$ cat config.mk
export PLATFORM = sky130hd
export DESIGN_NAME = jtag_dbg_top
export DESIGN_NICKNAME = d
export VERILOG_FILES = /design/src/rtl/jtag_dbg_pkg.sv /design/src/rtl/tap_fsm.sv /design/src/rtl/tap_ir.sv /design/src/rtl/tap_dr.sv /design/src/rtl/user_regs.sv /design/src/rtl/jtag_dbg_top.sv
export VERILOG_INCLUDE_DIRS = /design/src /design/src/rtl
export SDC_FILE = /design/constraint.sdc
export NUM_CORES = 1
export LEC_CHECK = 0
export ABC_AREA = 0
export BUFFER_PORTS_ARGS = -buffer_cell sky130_fd_sc_hd__buf_2
export CORE_ASPECT_RATIO = 0.7
export CORE_MARGIN = 2
export CORE_UTILIZATION = 30
export DETAILED_ROUTE_END_ITERATION = 8
export GPL_TIMING_DRIVEN = 1
export PLACE_DENSITY = 0.56
export SLEW_MARGIN = 10
export SYNTH_ARGS = -nofsm -noshare
export SYNTH_HDL_FRONTEND = slang
export SYNTH_HIERARCHICAL = 1
export SYNTH_SLANG_ARGS = --single-unit
$ cat constraint.sdc
create_clock -name tck_i -period 5.3 [get_ports tck_i]
set_input_delay 0.265 -clock tck_i [delete_from_list [all_inputs] [get_ports tck_i]]
set_output_delay 0.265 -clock tck_i [all_outputs]
set_load 0.01 [all_outputs]
$ cat src/rtl/jtag_dbg_macros.svh
// Fixed widths of the debug port. The IR width must match the opcode values in the package
`ifndef JTAG_DBG_MACROS_SVH
`define JTAG_DBG_MACROS_SVH

// Instruction register
`define JTAG_IR_WIDTH 5

// Longest data register, sets the shift path width
`define JTAG_DR_WIDTH 32

// Device ID, bit 0 must stay set
`define JTAG_IDCODE 32'h0DB6_C0D1

// User register widths, none wider than the DR
`define JTAG_USER0_W 8
`define JTAG_USER1_W 16
`define JTAG_USER2_W 24
`define JTAG_USER3_W 32

`endif

$ cat src/rtl/jtag_dbg_pkg.sv
// TAP state and instruction types. The opcode width follows the macro header
`include "jtag_dbg_macros.svh"

package jtag_dbg_pkg;

    //////////////////////////////////////////////////
    // TAP controller states, IEEE 1149.1 order
    typedef enum logic [3:0] {
        TEST_LOGIC_RESET = 4'd0,
        RUN_TEST_IDLE    = 4'd1,
        SELECT_DR_SCAN   = 4'd2,
        CAPTURE_DR       = 4'd3,
        SHIFT_DR         = 4'd4,
        EXIT1_DR         = 4'd5,
        PAUSE_DR         = 4'd6,
        EXIT2_DR         = 4'd7,
        UPDATE_DR        = 4'd8,
        SELECT_IR_SCAN   = 4'd9,
        CAPTURE_IR       = 4'd10,
        SHIFT_IR         = 4'd11,
        EXIT1_IR         = 4'd12,
        PAUSE_IR         = 4'd13,
        EXIT2_IR         = 4'd14,
        UPDATE_IR        = 4'd15
    } tap_state_e;

    //////////////////////////////////////////////////
    // Instruction codes
    typedef enum logic [`JTAG_IR_WIDTH-1:0] {
        IDCODE = 5'h01,
        USER0  = 5'h10,
        USER1  = 5'h11,
        USER2  = 5'h12,
        USER3  = 5'h13,
        BYPASS = 5'h1F   // Also what unlisted codes decode to
    } ir_opcode_e;

endpackage

$ cat src/rtl/tap_fsm.sv
// TAP controller on TCK. Each strobe is high for the whole of its state, not for one edge only
`timescale 1ns/1ps

module tap_fsm (
    input  logic tck_i,
    input  logic trst_n_i,
    input  logic tms_i,
    output logic logic_reset_o,
    output logic capture_ir_o,
    output logic shift_ir_o,
    output logic update_ir_o,
    output logic capture_dr_o,
    output logic shift_dr_o,
    output logic update_dr_o
);

    jtag_dbg_pkg::tap_state_e state_q;
    jtag_dbg_pkg::tap_state_e state_d;

    //////////////////////////////////////////////////
    // Next state from TMS
    always_comb begin
        case (state_q)
            jtag_dbg_pkg::TEST_LOGIC_RESET:
                state_d = tms_i ? jtag_dbg_pkg::TEST_LOGIC_RESET : jtag_dbg_pkg::RUN_TEST_IDLE;
            jtag_dbg_pkg::RUN_TEST_IDLE:
                state_d = tms_i ? jtag_dbg_pkg::SELECT_DR_SCAN : jtag_dbg_pkg::RUN_TEST_IDLE;
            // DR column
            jtag_dbg_pkg::SELECT_DR_SCAN:
                state_d = tms_i ? jtag_dbg_pkg::SELECT_IR_SCAN : jtag_dbg_pkg::CAPTURE_DR;
            jtag_dbg_pkg::CAPTURE_DR:
                state_d = tms_i ? jtag_dbg_pkg::EXIT1_DR : jtag_dbg_pkg::SHIFT_DR;
            jtag_dbg_pkg::SHIFT_DR:
                state_d = tms_i ? jtag_dbg_pkg::EXIT1_DR : jtag_dbg_pkg::SHIFT_DR;
            jtag_dbg_pkg::EXIT1_DR:
                state_d = tms_i ? jtag_dbg_pkg::UPDATE_DR : jtag_dbg_pkg::PAUSE_DR;
            jtag_dbg_pkg::PAUSE_DR:
                state_d = tms_i ? jtag_dbg_pkg::EXIT2_DR : jtag_dbg_pkg::PAUSE_DR;
            jtag_dbg_pkg::EXIT2_DR:
                state_d = tms_i ? jtag_dbg_pkg::UPDATE_DR : jtag_dbg_pkg::SHIFT_DR;
            jtag_dbg_pkg::UPDATE_DR:
                state_d = tms_i ? jtag_dbg_pkg::SELECT_DR_SCAN : jtag_dbg_pkg::RUN_TEST_IDLE;
            // IR column
            jtag_dbg_pkg::SELECT_IR_SCAN:
                state_d = tms_i ? jtag_dbg_pkg::TEST_LOGIC_RESET : jtag_dbg_pkg::CAPTURE_IR;
            jtag_dbg_pkg::CAPTURE_IR:
                state_d = tms_i ? jtag_dbg_pkg::EXIT1_IR : jtag_dbg_pkg::SHIFT_IR;
            jtag_dbg_pkg::SHIFT_IR:
                state_d = tms_i ? jtag_dbg_pkg::EXIT1_IR : jtag_dbg_pkg::SHIFT_IR;
            jtag_dbg_pkg::EXIT1_IR:
                state_d = tms_i ? jtag_dbg_pkg::UPDATE_IR : jtag_dbg_pkg::PAUSE_IR;
            jtag_dbg_pkg::PAUSE_IR:
                state_d = tms_i ? jtag_dbg_pkg::EXIT2_IR : jtag_dbg_pkg::PAUSE_IR;
            jtag_dbg_pkg::EXIT2_IR:
                state_d = tms_i ? jtag_dbg_pkg::UPDATE_IR : jtag_dbg_pkg::SHIFT_IR;
            jtag_dbg_pkg::UPDATE_IR:
                state_d = tms_i ? jtag_dbg_pkg::SELECT_DR_SCAN : jtag_dbg_pkg::RUN_TEST_IDLE;
            default:
                state_d = jtag_dbg_pkg::TEST_LOGIC_RESET;
        endcase
    end

    always_ff @(posedge tck_i or negedge trst_n_i) begin
        if (!trst_n_i) begin
            state_q <= jtag_dbg_pkg::TEST_LOGIC_RESET;
        end else begin
            state_q <= state_d;
        end
    end

    //////////////////////////////////////////////////
    // State decode, the only place the state is tested
    assign logic_reset_o = (state_q == jtag_dbg_pkg::TEST_LOGIC_RESET);
    assign capture_ir_o  = (state_q == jtag_dbg_pkg::CAPTURE_IR);
    assign shift_ir_o    = (state_q == jtag_dbg_pkg::SHIFT_IR);
    assign update_ir_o   = (state_q == jtag_dbg_pkg::UPDATE_IR);
    assign capture_dr_o  = (state_q == jtag_dbg_pkg::CAPTURE_DR);
    assign shift_dr_o    = (state_q == jtag_dbg_pkg::SHIFT_DR);
    assign update_dr_o   = (state_q == jtag_dbg_pkg::UPDATE_DR);

endmodule

$ cat src/rtl/tap_ir.sv
// Capture-IR loads the current instruction, not the IEEE 01 pattern. Unlisted codes act as BYPASS
`timescale 1ns/1ps
`include "jtag_dbg_macros.svh"

module tap_ir (
    input  logic                     tck_i,
    input  logic                     trst_n_i,
    input  logic                     tdi_i,
    input  logic                     logic_reset_i,
    input  logic                     capture_ir_i,
    input  logic                     shift_ir_i,
    input  logic                     update_ir_i,
    output logic                     ir_lsb_o,
    output jtag_dbg_pkg::ir_opcode_e opcode_o
);

    logic [`JTAG_IR_WIDTH-1:0] ir_shift_q;   // Scan chain
    logic [`JTAG_IR_WIDTH-1:0] ir_q;         // Raw instruction, kept for readback

    always_ff @(posedge tck_i) begin
        if (capture_ir_i) begin
            ir_shift_q <= ir_q;
        end else if (shift_ir_i) begin
            ir_shift_q <= {tdi_i, ir_shift_q[`JTAG_IR_WIDTH-1:1]};   // LSB out first
        end
    end

    always_ff @(posedge tck_i or negedge trst_n_i) begin
        if (!trst_n_i) begin
            ir_q <= jtag_dbg_pkg::IDCODE;
        end else if (logic_reset_i) begin
            ir_q <= jtag_dbg_pkg::IDCODE;
        end else if (update_ir_i) begin
            ir_q <= ir_shift_q;
        end
    end

    assign ir_lsb_o = ir_shift_q[0];

    // Legal codes pass, the rest fold to BYPASS
    always_comb begin
        case (ir_q)
            jtag_dbg_pkg::IDCODE, jtag_dbg_pkg::USER0, jtag_dbg_pkg::USER1,
            jtag_dbg_pkg::USER2, jtag_dbg_pkg::USER3, jtag_dbg_pkg::BYPASS:
                opcode_o = jtag_dbg_pkg::ir_opcode_e'(ir_q);
            default:
                opcode_o = jtag_dbg_pkg::BYPASS;
        endcase
    end

endmodule

$ cat src/rtl/tap_dr.sv
// Shift path is 32 bits wide. Bits above the selected length hold their value during Shift-DR
`timescale 1ns/1ps
`include "jtag_dbg_macros.svh"

module tap_dr (
    input  logic                         tck_i,
    input  logic                         trst_n_i,
    input  logic                         tdi_i,
    input  jtag_dbg_pkg::ir_opcode_e     opcode_i,
    input  logic                         capture_dr_i,
    input  logic                         shift_dr_i,
    input  logic                         shift_ir_i,
    input  logic                         ir_lsb_i,
    input  logic [`JTAG_DR_WIDTH-1:0]    user_rd_data_i,
    output logic [`JTAG_DR_WIDTH-1:0]    shift_data_o,
    output logic                         tdo_o
);

    logic [`JTAG_DR_WIDTH-1:0] dr_q;
    logic [`JTAG_DR_WIDTH-1:0] dr_shifted;
    logic [`JTAG_DR_WIDTH-1:0] dr_capture;
    logic [`JTAG_DR_WIDTH-1:0] dr_right;
    logic [5:0]                dr_len;       // Active chain length, 1 to 32

    //////////////////////////////////////////////////
    // Length and capture source per instruction
    always_comb begin
        case (opcode_i)
            jtag_dbg_pkg::IDCODE: begin
                dr_len     = 6'(`JTAG_DR_WIDTH);
                dr_capture = `JTAG_IDCODE;
            end
            jtag_dbg_pkg::USER0: begin
                dr_len     = 6'(`JTAG_USER0_W);
                dr_capture = user_rd_data_i;
            end
            jtag_dbg_pkg::USER1: begin
                dr_len     = 6'(`JTAG_USER1_W);
                dr_capture = user_rd_data_i;
            end
            jtag_dbg_pkg::USER2: begin
                dr_len     = 6'(`JTAG_USER2_W);
                dr_capture = user_rd_data_i;
            end
            jtag_dbg_pkg::USER3: begin
                dr_len     = 6'(`JTAG_USER3_W);
                dr_capture = user_rd_data_i;
            end
            default: begin                       // BYPASS, single zero bit
                dr_len     = 6'd1;
                dr_capture = '0;
            end
        endcase
    end

    // Shift right inside the active length, TDI enters at length-1
    assign dr_right = {tdi_i, dr_q[`JTAG_DR_WIDTH-1:1]};

    always_comb begin
        for (int i = 0; i < `JTAG_DR_WIDTH; i++) begin
            if (i == int'(dr_len) - 1) begin
                dr_shifted[i] = tdi_i;
            end else if (i < int'(dr_len) - 1) begin
                dr_shifted[i] = dr_right[i];
            end else begin
                dr_shifted[i] = dr_q[i];
            end
        end
    end

    always_ff @(posedge tck_i) begin
        if (capture_dr_i) begin
            dr_q <= dr_capture;
        end else if (shift_dr_i) begin
            dr_q <= dr_shifted;
        end
    end

    assign shift_data_o = dr_q;

    //////////////////////////////////////////////////
    // TDO on falling edge, valid at next rising edge
    always_ff @(negedge tck_i or negedge trst_n_i) begin
        if (!trst_n_i) begin
            tdo_o <= 1'b0;
        end else if (shift_ir_i) begin
            tdo_o <= ir_lsb_i;
        end else if (shift_dr_i) begin
            tdo_o <= dr_q[0];
        end else begin
            tdo_o <= 1'b0;
        end
    end

endmodule

$ cat src/rtl/user_regs.sv
// Written only at Update-DR of a USERn instruction. Cleared by TRST and not by Test-Logic-Reset
`timescale 1ns/1ps
`include "jtag_dbg_macros.svh"

module user_regs (
    input  logic                         tck_i,
    input  logic                         trst_n_i,
    input  jtag_dbg_pkg::ir_opcode_e     opcode_i,
    input  logic                         update_dr_i,
    input  logic [`JTAG_DR_WIDTH-1:0]    shift_data_i,
    output logic [`JTAG_DR_WIDTH-1:0]    user_rd_data_o,
    output logic [`JTAG_USER0_W-1:0]     user0_o,
    output logic [`JTAG_USER1_W-1:0]     user1_o,
    output logic [`JTAG_USER2_W-1:0]     user2_o,
    output logic [`JTAG_USER3_W-1:0]     user3_o
);

    always_ff @(posedge tck_i or negedge trst_n_i) begin
        if (!trst_n_i) begin
            user0_o <= '0;
            user1_o <= '0;
            user2_o <= '0;
            user3_o <= '0;
        end else if (update_dr_i) begin
            case (opcode_i)
                jtag_dbg_pkg::USER0: user0_o <= shift_data_i[`JTAG_USER0_W-1:0];
                jtag_dbg_pkg::USER1: user1_o <= shift_data_i[`JTAG_USER1_W-1:0];
                jtag_dbg_pkg::USER2: user2_o <= shift_data_i[`JTAG_USER2_W-1:0];
                jtag_dbg_pkg::USER3: user3_o <= shift_data_i[`JTAG_USER3_W-1:0];
                default: ;                       // IDCODE and BYPASS write nothing
            endcase
        end
    end

    // Read mux, zero-extended to the DR width
    always_comb begin
        user_rd_data_o = '0;
        case (opcode_i)
            jtag_dbg_pkg::USER0: user_rd_data_o[`JTAG_USER0_W-1:0] = user0_o;
            jtag_dbg_pkg::USER1: user_rd_data_o[`JTAG_USER1_W-1:0] = user1_o;
            jtag_dbg_pkg::USER2: user_rd_data_o[`JTAG_USER2_W-1:0] = user2_o;
            jtag_dbg_pkg::USER3: user_rd_data_o[`JTAG_USER3_W-1:0] = user3_o;
            default:             user_rd_data_o = '0;
        endcase
    end

endmodule

$ cat src/rtl/jtag_dbg_top.sv
// Single TCK domain. User outputs are not synchronized to any system clock
`timescale 1ns/1ps
`include "jtag_dbg_macros.svh"

module jtag_dbg_top (
    input  logic                     tck_i,
    input  logic                     trst_n_i,
    input  logic                     tms_i,
    input  logic                     tdi_i,
    output logic                     tdo_o,
    output logic [`JTAG_USER0_W-1:0] user0_o,
    output logic [`JTAG_USER1_W-1:0] user1_o,
    output logic [`JTAG_USER2_W-1:0] user2_o,
    output logic [`JTAG_USER3_W-1:0] user3_o
);

    //////////////////////////////////////////////////
    // TAP strobes
    logic logic_reset;
    logic capture_ir;
    logic shift_ir;
    logic update_ir;
    logic capture_dr;
    logic shift_dr;
    logic update_dr;

    // Instruction and data paths
    jtag_dbg_pkg::ir_opcode_e  opcode;
    logic                      ir_lsb;
    logic [`JTAG_DR_WIDTH-1:0] user_rd_data;
    logic [`JTAG_DR_WIDTH-1:0] shift_data;

    tap_fsm u_tap_fsm (
        .tck_i(tck_i), .trst_n_i(trst_n_i), .tms_i(tms_i),
        .logic_reset_o(logic_reset),
        .capture_ir_o(capture_ir), .shift_ir_o(shift_ir), .update_ir_o(update_ir),
        .capture_dr_o(capture_dr), .shift_dr_o(shift_dr), .update_dr_o(update_dr)
    );

    tap_ir u_tap_ir (
        .tck_i(tck_i), .trst_n_i(trst_n_i), .tdi_i(tdi_i),
        .logic_reset_i(logic_reset),
        .capture_ir_i(capture_ir), .shift_ir_i(shift_ir), .update_ir_i(update_ir),
        .ir_lsb_o(ir_lsb), .opcode_o(opcode)
    );

    tap_dr u_tap_dr (
        .tck_i(tck_i), .trst_n_i(trst_n_i), .tdi_i(tdi_i), .opcode_i(opcode),
        .capture_dr_i(capture_dr), .shift_dr_i(shift_dr),
        .shift_ir_i(shift_ir), .ir_lsb_i(ir_lsb),
        .user_rd_data_i(user_rd_data), .shift_data_o(shift_data), .tdo_o(tdo_o)
    );

    user_regs u_user_regs (
        .tck_i(tck_i), .trst_n_i(trst_n_i), .opcode_i(opcode),
        .update_dr_i(update_dr), .shift_data_i(shift_data),
        .user_rd_data_o(user_rd_data),
        .user0_o(user0_o), .user1_o(user1_o), .user2_o(user2_o), .user3_o(user3_o)
    );

endmodule

==> results of run 1 <==
[path summary, 6_finish.rpt]
kind,slack [ns],endpoint
max in group asynchronous,1.93,u_tap_dr/tdo_o
worst min register to register,0.50,u_tap_ir/ir_q[0]
worst max register to register,1.25,u_tap_dr/tdo_o
worst min-delay path,0.12,u_tap_fsm/state_q[2]
worst max-delay path,1.25,u_tap_dr/tdo_o
min in group asynchronous,0.39,u_user_regs/user3_o[5]
[layout by cell type, fill, tap and decap left out, types with 3 or more instances in the layout]
| master | count |
|---|---|
| a41o_1 | 5 |
| buf_4 | 9 |
| clkbuf_8 | 6 |
| nor2b_1 | 7 |
| clkbuf_16 | 17 |
| dfrtp_1 | 88 |
| a31o_1 | 6 |
| a22o_1 | 8 |
| nand2_1 | 26 |
| a21o_1 | 3 |
| nor2_2 | 10 |
| and2_1 | 8 |
| nor2_1 | 15 |
| nand3b_1 | 3 |
| edfxtp_1 | 37 |
| buf_2 | 83 |
| o22ai_2 | 10 |
| nor3b_1 | 3 |
| nand2b_1 | 5 |
| mux2_2 | 61 |
| mux2_1 | 5 |
| inv_1 | 31 |
| a21oi_1 | 5 |
| o21bai_1 | 9 |
| o21ai_1 | 11 |
| nand3_1 | 5 |
| o21ai_0 | 16 |
| o2bb2ai_1 | 8 |
| clkinv_1 | 3 |
| mux2_4 | 20 |
| mux2i_1 | 31 |
| o22ai_1 | 8 |
[state kept, by name, indices dropped and copies added, names as in the netlist]
name / flops
u_user_regs/user3_o: 32
u_user_regs/user1_o: 16
u_tap_dr/tdo_o: 1
u_tap_fsm/state_q: 4
u_tap_ir/ir_q: 5
u_user_regs/user2_o: 24
u_tap_dr/shift_data_o: 32
u_tap_ir/ir_shift_q: 5
u_user_regs/user0_o: 8
[where the power goes]
part           total [mW]  internal, mW  switching, mW
Clock                1.16         0.760          0.400
Combinational        1.88         0.745           1.14
Sequential           1.61          1.35          0.267
[cell type report]
class	count	area [sq um]	share of cell area [%]
Clock buffer	25	515	6.68
Clock inverter	7	81.3	1.05
Inverter	32	120	1.56
Multi-Input combinational cell	326	2800	36.3
Sequential cell	127	3360	43.6
Tap cell	276	345	4.47
Timing Repair Buffer	93	493	6.38
[through the flow]
stage	utilization, %	hold slack, ns
after global placement	33.9	0.282
after CTS	36.8	0.107
after detailed placement	33.9	0.297
after global routing	36.8	0.130
final	36.8	0.120
after floorplan	-	-0.0306
[critical path, delay by kind of cell (launching register included)]
kind / cells / cell delay (ns)
and+or+nand+nor: 2 / 0.31
AOI/OAI and AO/OA: 1 / 0.15
buffers and inverters: 2 / 0.37
DFF: 1 / 0.56
[kinds of logic after synthesis]
kind of cell / Yosys count / synth area share (%)
AO/OA/AOI/OAI: 103 / 12.1
XOR/XNOR: 1 / 0.135
adder cells (fa/ha/maj): 1 / 0.193
buffers and inverters: 66 / 5.28
flip-flops: 127 / 52.0
multiplexers: 117 / 20.9
other: 1 / 0.0579
AND/OR/NAND/NOR: 103 / 9.37
[timing repair]
item,CTS,global route
hold buffers,1,0
endpoints found under the setup margin,0,0
hold endpoints to repair,38,0
[metal layers]
layer | global-route usage, % | up-vias | share of wire [%]
met3 | 5.91 | 9 | 7.4
met1 | 19.1 | 2214 | 47
met4 | 3.01 | 2 | 0.51
met5 | 0 | - | 0.070
li1 | - | 2041 | -
met2 | 21.3 | 101 | 45
==> run metrics, run 1 <==
Seq/Total Area, Yosys 52.0%; Final Hold Viols 0; largest net degree at the start of global routing 57; Reg2Reg Depth 5; Post-synth top cells dfrtp_1, mux2_2, edfxtp_1, inv_1, mux2i_1; fillers 2033; CTS sink cnt 127; Critical-path top delay cell dfrtp_1; H-tree levels 4; n_diodes 0; CTS Root Cell clkbuf_16; leakage power 3.78 nW; worst reg2reg path startpoint u_tap_fsm/state_q[2]; Net count, final 602; Yosys cell types between 60 and 70; Post-Place Cell Area 7110 sq um; final worst slack between 1 and 1.5 ns; routed vias/inst 4.93; initial antenna violation count 1; CTS tree built; most area-consuming cells after synthesis dfrtp_1, edfxtp_1, mux2_2; Critical Path AT 1.81 ns; Worst VDD drop 0.264 mV; Area growth syn-to-layout 19.3%; maximum clock insertion buffer count 2; Placed Instances ~850; total core area 21000 sq um; Avg Inst Size Synth 12.5 sq um; Wirelength per Cell between 15 and 20 um; Max Transition Viols Final 0; number of setup buffers added after CTS 0; CP cell instances inv_2, nor4_2, buf_4, nand2_1, o21ai_0; Finished Cell Area 7720 sq um; # DRC 0; PD cells 603 nW/um^2; Ys Warns 6; Detailed Place HPWL 10500 um; Tot Pwr 4.66 mW; critical path peak fanout 15; number of synthesized flops with an enable pin 37; number of max-cap violations 0; Die Height 127 um; final setup violation count 0; row count 44; syn nets 524; # port buffers 84; worst setup path startpoint u_tap_fsm/state_q[2]; vias in the first global route 4479; Setup TNS Final 0 ns; post-synth top area cell dfrtp_1; GRT overflow 0; CP Class reg2reg; CTS buffer count 17; fraction of registers with async set/reset between 70% and 80%; Setup Skew 0.0234 ns; Yosys top cell area share between 30% and 40%; Worst-Margin Slew 1.16 ns; hold path depth 2; share of cells above drive strength 1 38.9%; DIE AREA 22800 sq um; hold_sp tms_i; I/O pins 85; Final GP Congestion 0.745; Post-Syn Instances 519; Top FF cell, synth dfrtp_1; gr usage total 14.2%; via count between 4000 and 5000; Yosys reg bits 127; initial drt markers 216; Worst-path clk slew 0.05 ns; Initial Util a little under a third; Required @ worst endpoint 3.06 ns; Rel. slew slack 22.8%; status completed; CP Launch Type flip-flop; Setup crit end kind flip-flop; Non-Filler Instances 886; post-cts sizing count 0; delay of the slowest critical-path stage 0.56 ns; Clock Latency Late Sink 0.42 ns; die width 180 um; mapped cell area around 6500 sq um; RSZ-0062 raised after global routing no; router iterations before antenna repair 4; WL final 15800 um; cell with the most instances after synthesis dfrtp_1; pre-CTS WS 1.27 ns; type of the worst min-delay path in2reg; antenna viol nets, final 0; first-pass GRT wire length 25200 um
No activity file was read; power rests on OpenSTA's default activity.
==> inputs of run 2 (changes only) <==
--- a/config.mk
+++ b/config.mk
@@ -6,14 +6,14 @@
 export SDC_FILE = /design/constraint.sdc
 export NUM_CORES = 1
 export LEC_CHECK = 0
-export ABC_AREA = 0
+export ABC_AREA = 1
 export BUFFER_PORTS_ARGS = -buffer_cell sky130_fd_sc_hd__buf_2
 export CORE_ASPECT_RATIO = 0.7
 export CORE_MARGIN = 2
 export CORE_UTILIZATION = 30
 export DETAILED_ROUTE_END_ITERATION = 8
 export GPL_TIMING_DRIVEN = 1
-export PLACE_DENSITY = 0.56
+export PLACE_DENSITY = 0.58
 export SLEW_MARGIN = 10
 export SYNTH_ARGS = -nofsm -noshare
 export SYNTH_HDL_FRONTEND = slang
==> constraint.sdc (replaced) <==
create_clock -name tck_i -period 3.35 [get_ports tck_i]
set_input_delay 0.1675 -clock tck_i [delete_from_list [all_inputs] [get_ports tck_i]]
set_output_delay 0.1675 -clock tck_i [all_outputs]
set_load 0.01 [all_outputs]
==> run 2 against run 1 <==
Synthesized cell count grew 60%; sequential share of layout area fell by 0.76 points; utilization decreased by 0.37 points; design area grew 1.8%; sequential cell count is the same; routed wire length is 20% higher; critical path depth is 1 lower; area after synthesis is 1.4% higher; clock power rose by 55%; critical endpoint unchanged; largest cell class unchanged.
==> run metrics, run 2 <==
Top FF cell, synth dfrtp_1; gr usage total 16.8%; # port buffers 84; type of the worst min-delay path in2reg; Wirelength per Cell 15.6 um; Net count, final about 900; Clock Latency Late Sink 0.43 ns; most common cell after layout, fill and taps aside nand2_1; syn nets 833; Reg2Reg Depth 4; CTS buffer count 17; die width 181 um; Worst-path clk slew roughly 0.05 ns; Setup TNS Final 0 ns; first-pass GRT wire length 30200 um; hold path depth 3; worst reg2reg path startpoint u_tap_fsm/state_q[2]; post-synth top area cell dfrtp_1; Post-synth top cells nand2_1, dfrtp_1, inv_1, nand3_1, nand4_1; Detailed Place HPWL 13100 um; Internal Pwr Total 3.54 mW; largest net degree at the start of global routing 49; H-tree levels 4; Non-Filler Instances 1209; Rel. slew slack 31.4%; GRT overflow 0; WL final 18900 um; Yosys top cell area share 33.6%; # DRC 0; Flop pwr share roughly two fifths; CP Class reg2reg; Avg Inst Size Synth between 7 and 8 sq um; I/O pins 85; Finished Cell Area 7860 sq um; commonest cells after routing, fill and taps aside nand2_1, dfrtp_1, buf_2, inv_1, nand3_1; mapped cell area 6560 sq um; number of synthesized flops with an enable pin 37; Sequential Area 3360 sq um; Ys Warns 6; DIE AREA 23100 sq um; CP Launch Type flip-flop; RSZ-0062 raised after global routing no; Placed Instances 1176; Min-Delay Endpoint u_tap_fsm/state_q[2]; Worst-Margin Slew 1.03 ns; Final GP Congestion 0.837; via count 5840; fraction of registers with async set/reset 70.9%; number of max-cap violations 0; Die Height 128 um; antenna viol nets, final 0; Post-Syn Instances 828; post-cts sizing count 0; CTS sink cnt 127; Net Sw Power 2.14 mW; status completed; n_diodes 0; final setup violation count 0; critical path peak fanout 6; initial drt markers 470; maximum clock insertion buffer count 2; leakage power about 4.2 nW; flop2flop setup slack 0.53 ns; cell with the most instances after synthesis nand2_1; CTS Root Cell clkbuf_16; row count 45; Yosys reg bits 127; Final Hold Viols 0; CTS tree built; hold_sp tms_i; Worst VDD drop 0.366 mV; router iterations before antenna repair 5; Critical Path AT about 1.4 ns; number of setup buffers added after CTS 0; Multi-input gate area approximately 2800 sq um; Setup Skew 0.0293 ns; Seq/Total Area, Yosys 51.3%; most area-consuming cells after synthesis dfrtp_1, nand2_1, edfxtp_1; fillers 2271; Required @ worst endpoint 1.92 ns; Initial Util 30.4%; Area growth syn-to-layout 19.8%; FF-to-FF End u_tap_dr/tdo_o; combinational fraction of design power 27.7%; Clock power frac a little under a third; PD cells 723 nW/um^2; Sw Share 37.6%; Max Transition Viols Final 0; total core area 21600 sq um; routed vias/inst 4.83; share of cells above drive strength 1 20.7%; Yosys cell types 44; Setup crit end kind flip-flop; vias in the first global route 5357; Post-Place Cell Area 7270 sq um; initial antenna violation count 1
## run 2: cell types whose count changed after synthesis, sizes merged, moves of 9 or more
cell   change
nand2    +393
inv       +30
o22ai     -18
nor2b      -9
nand4     +39
mux2i     -31
o21ai     +15
mux2      -86
nand3     +41
## run 2: layout make-up
class,instances,share of cell area (%)
Clock inverter,13,1.42
Sequential cell,127,42.8
Tap cell,282,4.49
Timing Repair Buffer,100,6.94
Multi-Input combinational cell,603,35.3
Clock buffer,19,5.91
Inverter,65,3.15
## run 2: kinds of logic (layout without fill, tap and decap cells)
| logic type | after synthesis | in the layout | share of synthesized area (%) |
|---|---|---|---|
| simple gates | 543 | 543 | 36.4 |
| flops | 127 | 127 | 51.3 |
| buf+inv | 98 | 197 | 6.48 |
| compound gates | 58 | 58 | 5.61 |
| fa+ha+maj | 1 | 1 | 0.191 |
| other cells | 1 | 1 | 0.0571 |
## run 2: repair_timing
action                     CTS  global route
hold buffers                 1             0
hold endpoints to repair    40             0
setup endpoints to repair    0             0
## run 2: how the worst max path moves through the flow
stage / from / end / slack [ns] / cells past startpoint
floorplan: u_tap_fsm/state_q[3] / u_tap_dr/tdo_o / 0.58 / 5
global placement: u_tap_fsm/state_q[2] / u_tap_dr/tdo_o / 0.60 / 4
detailed placement: u_tap_fsm/state_q[2] / u_tap_dr/tdo_o / 0.56 / 4
CTS: u_tap_fsm/state_q[2] / u_tap_dr/tdo_o / 0.52 / 4
global route: u_tap_ir/ir_q[3] / u_user_regs/user3_o[28] / 0.33 / 12
finish: u_tap_fsm/state_q[2] / u_tap_dr/tdo_o / 0.53 / 4
## run 2: worst max-delay path, stage by stage (launching register included)
cell and delay, ns:
dfrtp_1 0.43, nor2_2 0.21, inv_1 0.08, nor2_1 0.15, o21ai_0 0.10
## run 2: stage by stage
stage               total power [mW]  hold slack [ns]  utilization (%)  worst slack, ns
global route                    6.02           0.0230             36.4            0.333
global placement                3.88            0.350             33.7            0.595
floorplan                       3.39           -0.128                -            0.577
detailed placement              3.90            0.352             33.7            0.560
finish                          5.68           0.0150             36.4            0.530
CTS                             5.71          0.00453             36.4            0.522
## run 2: power groups by stage
stage	Combinational (mW)	Clock, mW	Sequential (mW)
global route	1.77	1.91	2.35
global placement	1.55	0	2.34
detailed placement	1.57	0	2.33
floorplan	1.15	0	2.25
finish	1.57	1.80	2.31
CTS	1.57	1.84	2.31
## run 2: metal layers
| metal | GRT usage [%] | routed length, um | part of all wire, % |
|---|---|---|---|
| met1 | 25.0 | 9170 | 49 |
| met2 | 23.5 | 7920 | 42 |
| met3 | 5.11 | 1540 | 8.2 |
| met4 | 4.79 | 210 | 1.1 |
| met5 | 0 | 11 | 0.058 |
